$ cat config.mk
export PLATFORM = sky130hd
export DESIGN_NAME = pe_array
export DESIGN_NICKNAME = d
export VERILOG_FILES = /design/src/hw/pe_pkg.sv /design/src/hw/mod_add_sub.sv /design/src/hw/mod_mul.sv /design/src/hw/pe_lane.sv /design/src/hw/pe_array.sv
export SDC_FILE = /design/constraint.sdc
export NUM_CORES = 2
export LEC_CHECK = 0
export ABC_CLOCK_PERIOD_IN_PS = 11600
export BUFFER_PORTS_ARGS = -buffer_cell sky130_fd_sc_hd__buf_2
export CAP_MARGIN = 20
export CORE_MARGIN = 1.5
export CORE_UTILIZATION = 30
export CTS_CLUSTER_SIZE = 8
export DETAILED_ROUTE_END_ITERATION = 6
export PLACE_DENSITY = 0.57
export SLEW_MARGIN = 40
export SYNTH_ARGS = -nofsm -noshare
export SYNTH_HDL_FRONTEND = slang
export SYNTH_SLANG_ARGS = --single-unit
$ cat constraint.sdc
create_clock -name clk -period 11.6 [get_ports clk]
set_input_delay 2.32 -clock clk [delete_from_list [all_inputs] [get_ports clk]]
set_output_delay 2.32 -clock clk [all_outputs]
set_load 0.01 [all_outputs]
$ cat src/hw/pe_pkg.sv
/*
 * pe_pkg
 * Shared constants and the opcode encoding for the modular
 * arithmetic PE array over q = 3329.
 */
package pe_pkg;

    // modulus and datapath widths
    localparam int COEF_W = 12;
    localparam int PROD_W = 2 * COEF_W;
    localparam logic [COEF_W-1:0] Q = 12'd3329;

    localparam int NUM_LANES = 4;

    // pipeline depths
    localparam int MUL_LAT = 3;
    localparam int ADD_LAT = 1;
    localparam int PE_LAT = MUL_LAT + ADD_LAT;

    // Barrett reduction, floor(2^24 / q)
    // must be recomputed together with Q
    localparam logic [12:0] BARRETT_M = 13'd5039;
    localparam int BARRETT_SHIFT = 24;

    typedef enum logic [2:0] {
        OP_MADD   = 3'd0,
        OP_MSUB   = 3'd1,
        OP_MMUL   = 3'd2,
        OP_CT_BFO = 3'd3,
        OP_GS_BFO = 3'd4
    } pe_op_t;

endpackage

$ cat src/hw/mod_add_sub.sv
/*
 * mod_add_sub
 * Registered modular adder and subtractor, one cycle.
 * Produces (x + y) mod q and (x - y) mod q together.
 */
module mod_add_sub (
    input  logic                      clk,
    input  logic                      rst,
    input  logic [pe_pkg::COEF_W-1:0] x,
    input  logic [pe_pkg::COEF_W-1:0] y,
    output logic [pe_pkg::COEF_W-1:0] sum,
    output logic [pe_pkg::COEF_W-1:0] diff
);
    import pe_pkg::*;

    logic [COEF_W:0]   sum_raw;
    logic [COEF_W:0]   diff_raw;
    logic [COEF_W-1:0] sum_red;
    logic [COEF_W-1:0] diff_red;

    // carry bit kept so the compare sees the full sum
    assign sum_raw = {1'b0, x} + {1'b0, y};
    assign sum_red = (sum_raw >= {1'b0, Q}) ? sum_raw[COEF_W-1:0] - Q
                                             : sum_raw[COEF_W-1:0];

    // top bit is the borrow
    assign diff_raw = {1'b0, x} - {1'b0, y};
    assign diff_red = diff_raw[COEF_W] ? diff_raw[COEF_W-1:0] + Q
                                       : diff_raw[COEF_W-1:0];

    always_ff @(posedge clk) begin
        sum  <= sum_red;
        diff <= diff_red;
    end

    // operands below q keep both results reduced
    result_reduced: assert property (
        @(posedge clk) disable iff (rst)
        (sum < Q) && (diff < Q)
    );

endmodule

$ cat src/hw/mod_mul.sv
/*
 * mod_mul
 * Three-stage modular multiplier with Barrett reduction.
 * Stage 1 product, stage 2 quotient estimate, stage 3 correction.
 */
module mod_mul (
    input  logic                      clk,
    input  logic                      rst,
    input  logic [pe_pkg::COEF_W-1:0] x,
    input  logic [pe_pkg::COEF_W-1:0] y,
    output logic [pe_pkg::COEF_W-1:0] prod
);
    import pe_pkg::*;

    localparam int MQ_W = PROD_W + $bits(BARRETT_M);

    // stage 1
    logic [PROD_W-1:0] p1;

    // stage 2
    logic [MQ_W-1:0]   mq;
    logic [PROD_W-1:0] p2;
    logic [COEF_W-1:0] q_est;

    // stage 3
    logic [PROD_W-1:0] r0;
    logic [PROD_W-1:0] r1;
    logic [PROD_W-1:0] r2;

    always_ff @(posedge clk) begin
        p1 <= x * y;
    end

    // estimate never exceeds the true quotient
    assign mq = p1 * BARRETT_M;

    always_ff @(posedge clk) begin
        p2    <= p1;
        q_est <= mq[BARRETT_SHIFT +: COEF_W];
    end

    // remainder below 3q, at most two corrections
    assign r0 = p2 - q_est * Q;
    assign r1 = (r0 >= Q) ? r0 - Q : r0;
    assign r2 = (r1 >= Q) ? r1 - Q : r1;

    always_ff @(posedge clk) begin
        prod <= r2[COEF_W-1:0];
    end

    // an off-by-more estimate would leave 3q or above here
    prod_reduced: assert property (
        @(posedge clk) disable iff (rst)
        prod < Q
    );

endmodule

$ cat src/hw/pe_lane.sv
/*
 * pe_lane
 * One processing element. Routes operands through a pre adder,
 * the Barrett multiplier and a post adder by opcode, and aligns
 * every result to the common PE latency.
 */
module pe_lane (
    input  logic                      clk,
    input  logic                      rst,
    input  pe_pkg::pe_op_t            op,
    input  logic [pe_pkg::COEF_W-1:0] a,
    input  logic [pe_pkg::COEF_W-1:0] b,
    input  logic [pe_pkg::COEF_W-1:0] w,
    output logic [pe_pkg::COEF_W-1:0] out0,
    output logic [pe_pkg::COEF_W-1:0] out1
);
    import pe_pkg::*;

    pe_op_t            op_d  [1:PE_LAT];
    logic [COEF_W-1:0] a_d   [1:MUL_LAT];
    logic [COEF_W-1:0] pre_d [1:MUL_LAT];

    logic [COEF_W-1:0] gs_diff;
    logic [COEF_W-1:0] mul_x;
    logic [COEF_W-1:0] mul_y;
    logic [COEF_W-1:0] mul_p;
    logic [COEF_W-1:0] mul_p_d;

    logic [COEF_W-1:0] pre_sum;
    logic [COEF_W-1:0] pre_diff;
    logic [COEF_W-1:0] pre_res;
    logic [COEF_W-1:0] post_sum;
    logic [COEF_W-1:0] post_diff;

    // GS difference formed ahead of the pre adder so that every
    // multiply starts in the issue cycle and never collides
    assign gs_diff = (a >= b) ? a - b : a - b + Q;

    always_comb begin
        case (op)
            OP_CT_BFO: begin
                mul_x = b;
                mul_y = w;
            end
            OP_GS_BFO: begin
                mul_x = gs_diff;
                mul_y = w;
            end
            default: begin
                mul_x = a;
                mul_y = b;
            end
        endcase
    end

    mod_add_sub u_pre (
        .clk  (clk),
        .rst  (rst),
        .x    (a),
        .y    (b),
        .sum  (pre_sum),
        .diff (pre_diff)
    );

    mod_mul u_mul (
        .clk  (clk),
        .rst  (rst),
        .x    (mul_x),
        .y    (mul_y),
        .prod (mul_p)
    );

    // post adder only matters for CT, a and t meet in cycle 3
    mod_add_sub u_post (
        .clk  (clk),
        .rst  (rst),
        .x    (a_d[MUL_LAT]),
        .y    (mul_p),
        .sum  (post_sum),
        .diff (post_diff)
    );

    // opcode travels alongside its data
    always_ff @(posedge clk) begin
        if (rst) begin
            for (int k = 1; k <= PE_LAT; k++) begin
                op_d[k] <= OP_MADD;
            end
        end else begin
            op_d[1] <= op;
            for (int k = 2; k <= PE_LAT; k++) begin
                op_d[k] <= op_d[k-1];
            end
        end
    end

    // MSUB keeps the difference, all others the sum
    assign pre_res = (op_d[1] == OP_MSUB) ? pre_diff : pre_sum;

    always_ff @(posedge clk) begin
        a_d[1]   <= a;
        pre_d[1] <= pre_res;
        for (int k = 2; k <= MUL_LAT; k++) begin
            a_d[k]   <= a_d[k-1];
            pre_d[k] <= pre_d[k-1];
        end
        mul_p_d <= mul_p;
    end

    always_comb begin
        case (op_d[PE_LAT])
            OP_CT_BFO: begin
                out0 = post_sum;
                out1 = post_diff;
            end
            OP_MMUL: begin
                out0 = mul_p_d;
                out1 = mul_p_d;
            end
            default: begin
                // MADD, MSUB and GS
                out0 = pre_d[MUL_LAT];
                out1 = mul_p_d;
            end
        endcase
    end

endmodule

$ cat src/hw/pe_array.sv
/*
 * pe_array
 * Top level of the four-lane modular arithmetic PE array.
 * Broadcasts the opcode to all lanes and tracks valid issues.
 */
module pe_array (
    input  logic                      clk,
    input  logic                      rst,
    input  logic                      in_valid,
    input  pe_pkg::pe_op_t            op,
    input  logic [pe_pkg::COEF_W-1:0] a    [pe_pkg::NUM_LANES],
    input  logic [pe_pkg::COEF_W-1:0] b    [pe_pkg::NUM_LANES],
    input  logic [pe_pkg::COEF_W-1:0] w    [pe_pkg::NUM_LANES],
    output logic                      out_valid,
    output logic [pe_pkg::COEF_W-1:0] out0 [pe_pkg::NUM_LANES],
    output logic [pe_pkg::COEF_W-1:0] out1 [pe_pkg::NUM_LANES]
);
    import pe_pkg::*;

    logic [PE_LAT-1:0] valid_sr;
    pe_op_t            lane_op;

    // idle cycles feed zeros through the lanes
    assign lane_op = in_valid ? op : OP_MADD;

    always_ff @(posedge clk) begin
        if (rst) begin
            valid_sr <= '0;
        end else begin
            valid_sr <= {valid_sr[PE_LAT-2:0], in_valid};
        end
    end

    assign out_valid = valid_sr[PE_LAT-1];

    for (genvar i = 0; i < NUM_LANES; i++) begin : g_lane
        logic [COEF_W-1:0] a_q;
        logic [COEF_W-1:0] b_q;
        logic [COEF_W-1:0] w_q;

        assign a_q = in_valid ? a[i] : '0;
        assign b_q = in_valid ? b[i] : '0;
        assign w_q = in_valid ? w[i] : '0;

        pe_lane u_lane (
            .clk  (clk),
            .rst  (rst),
            .op   (lane_op),
            .a    (a_q),
            .b    (b_q),
            .w    (w_q),
            .out0 (out0[i]),
            .out1 (out1[i])
        );
    end

    // each issue comes back exactly once at the fixed latency
    issue_returns: assert property (
        @(posedge clk) disable iff (rst)
        in_valid |-> ##PE_LAT out_valid
    );

endmodule

==> results.cfg <==
[clocking]
hold_buffers = 0
tritoncts = yes
root_buffer = clkbuf_16
cts_buffer_depth = 3
h-tree-depth = 3
post-cts-setup-buffers = 0
insertion_delay_ns = 0.77
cts_resized = 0
cts_made_buffers = 119
clk_pin_slew_ns = 0.05
cts.sinks = 832

[timing]
hold_violations = 0
setup_ws_ns = 0.884
period_share_pct = 92.4
setup_viol = 0
tns_ns = 0
relSlewSlack_pct = 44.2
fin_skew_ns = 0.0788
fin_crit_ns = 10.72
worst_pin_slew_ns = 0.816
rsz0062_at_grt = no
max_freq_mhz = 93.3
report.final.slew_viol_count = 0

[cells_and_area]
stdcell_count = 13700
fin_util_pct = 33.6
area.growth.synth_to_final_pct = 11.3
final_cell_mix = inv_1, ha_1, fa_1
mostFrequentLayoutCell = inv_1
layout.nets = 12200
drive_above_1_share_pct = 7.63

[placement]
dpl.hpwl_mm = 190
io_buffers = 246
pre_cts_slack_ns = 0.142
routabilityCongestion = 0.913
placed_cells = 13600

[status]
outcome = finished with violations
violations = DRC

[die]
rows = 198
start_util_pct = 30.2
core_sq_um = 291000
die_w_um = 544
ioPinCount = 247
die_area_sq_um = 296000
dieHeight_um = 544

[detailed_routing]
vias = 62700
viasPerCell = 4.57
wl_mm = 224
drtIter0Drc = 3457
detail_route.wl_per_cell_um = 16.3
dr.pass1.iters = 7
ant_nets = 0
route.detailed.drc = 4

[synth]
avgSynthCellArea_sq_um = 9.26
synth_seq_cells = 832
syn_area_sq_um = 87700
netlist_instances = 9478
ys.flop_type = dfxtp_1
yosysWarnings = 0
synth_edf_count = 0
syn_nets = 11900
ys_types = 109
ys_seq_area_share_pct = 19.0
async_flop_share_pct = 0

[critical_path]
worstSetupPathType = in2reg
path_max_fanout = 33
cp_data_arrival_time_ns = 11.38
crit_required_ns = 12.26
crit_path_start_kind = input port
endpoint_kind = flip-flop
slowest_delay_ns = 0.56
slowest_stage = fa_1

[global_route]
grt_pass1_wl_mm = 356
grt_pass1_vias = 64000
grt_max_degree = 51
grt-ovfl-total = 0
antenna_found_initial = 26
grt_usage_pct = 15.2

[job]
maxCapViolations = 0

[min_path]
hold_class = reg2reg
==> registers in the layout, indices dropped and copies added, names as in the netlist <==
register and cells:
g_lane.u_lane.u_pre.sum 48, g_lane.u_lane.op_d 12, g_lane.u_lane.u_post.diff 48, g_lane.u_lane.mul_p_d 48, g_lane.u_lane.u_mul.prod 48, g_lane.u_lane.a_d 144, g_lane.u_lane.pre_d 144, g_lane.u_lane.u_mul.p1 96
g_lane.u_lane.u_pre.diff 48, g_lane.u_lane.u_mul.p2 96, g_lane.u_lane.u_post.sum 48, g_lane.u_lane.u_mul.q_est 48, valid_sr 4
==> critical path, delay by kind of cell <==
kind            cells  cell delay [ns]
compound gates     18             3.78
fa+ha+maj           7             2.99
simple gates        6             1.01
buf+inv             6             0.78
xor+xnor            2             0.40
==> logic make-up after synthesis <==
logic type | after synthesis | synth area share (%)
compound gates | 1377 | 10.4
xor+xnor | 600 | 5.99
fa+ha+maj | 2308 | 41.8
buf+inv | 2015 | 8.70
flops | 832 | 19.0
mux | 208 | 2.52
simple gates | 2138 | 11.6
==> path summary, 6_finish.rpt <==
path | from | endpoint | depth (start not counted) | slack [ns]
max | in_valid | g_lane[2].u_lane.u_mul.p1[22] | 39 | 0.88
min | g_lane[3].u_lane.a_d[0][21] | g_lane[3].u_lane.a_d[0][33] | 0 | 0.31
max reg2reg | g_lane[2].u_lane.u_mul.p2[3] | g_lane[2].u_lane.u_mul.prod[7] | 29 | 3.31
min reg2reg | g_lane[3].u_lane.a_d[0][21] | g_lane[3].u_lane.a_d[0][33] | 0 | 0.31
==> cell type report <==
class                   count  area (sq um)
diodes                     25          62.6
clock buffers             132          3100
clock inverters            14           300
fillers                 30200        193000
inverters                1806          6780
multi-input cells        6631         63500
flip-flops and latches    832         16700
well taps                3900          4880
repair buffers            388          2340
==> through the flow <==
stage / hold slack (ns) / cell area, sq um
2_1_floorplan: 0.310 / 87800
3_3_place_gp: 0.310 / 94100
3_5_place_dp: 0.312 / 94200
4_1_cts: 0.307 / 97600
5_1_grt: 0.320 / 97600
6_report: 0.310 / 97600
==> layer usage <==
metal / vias to the layer above / track usage [%] / part of all wire (%)
li1: 31100 / - / -
met1: 30200 / 20.7 / 47
met2: 1150 / 24.8 / 45
met3: 267 / 1.92 / 4.4
met4: 2 / 5.27 / 3.3
met5: - / 0 / 0.0072
==> cell usage after synthesis (all sizes together), types with 39 or more instances <==
master	n	area share (%)
a21boi	39	0.33
nor2	572	2.4
ha	1276	18
o21ai	283	1.6
a21o	125	1.1
nand4	44	0.31
o21a	66	0.56
nand2	705	3.0
xor2	176	1.8
nand2b	95	0.68
a22oi	39	0.33
mux2	105	1.3
a211oi	45	0.43
inv	1805	7.7
nor3	117	0.68
buf	42	0.26
nand3	112	0.65
and3	71	0.51
nor2b	98	0.70
dfxtp	832	19
xnor2	424	4.2
a21oi	377	2.2
clkbuf	167	0.71
and2	146	1.0
fa	1032	24
mux2i	103	1.2
o21bai	108	0.92
Power is left out: the tool's default activity adds up to more than one toggle a clock period on the data nets, which glitch-free logic cannot reach.
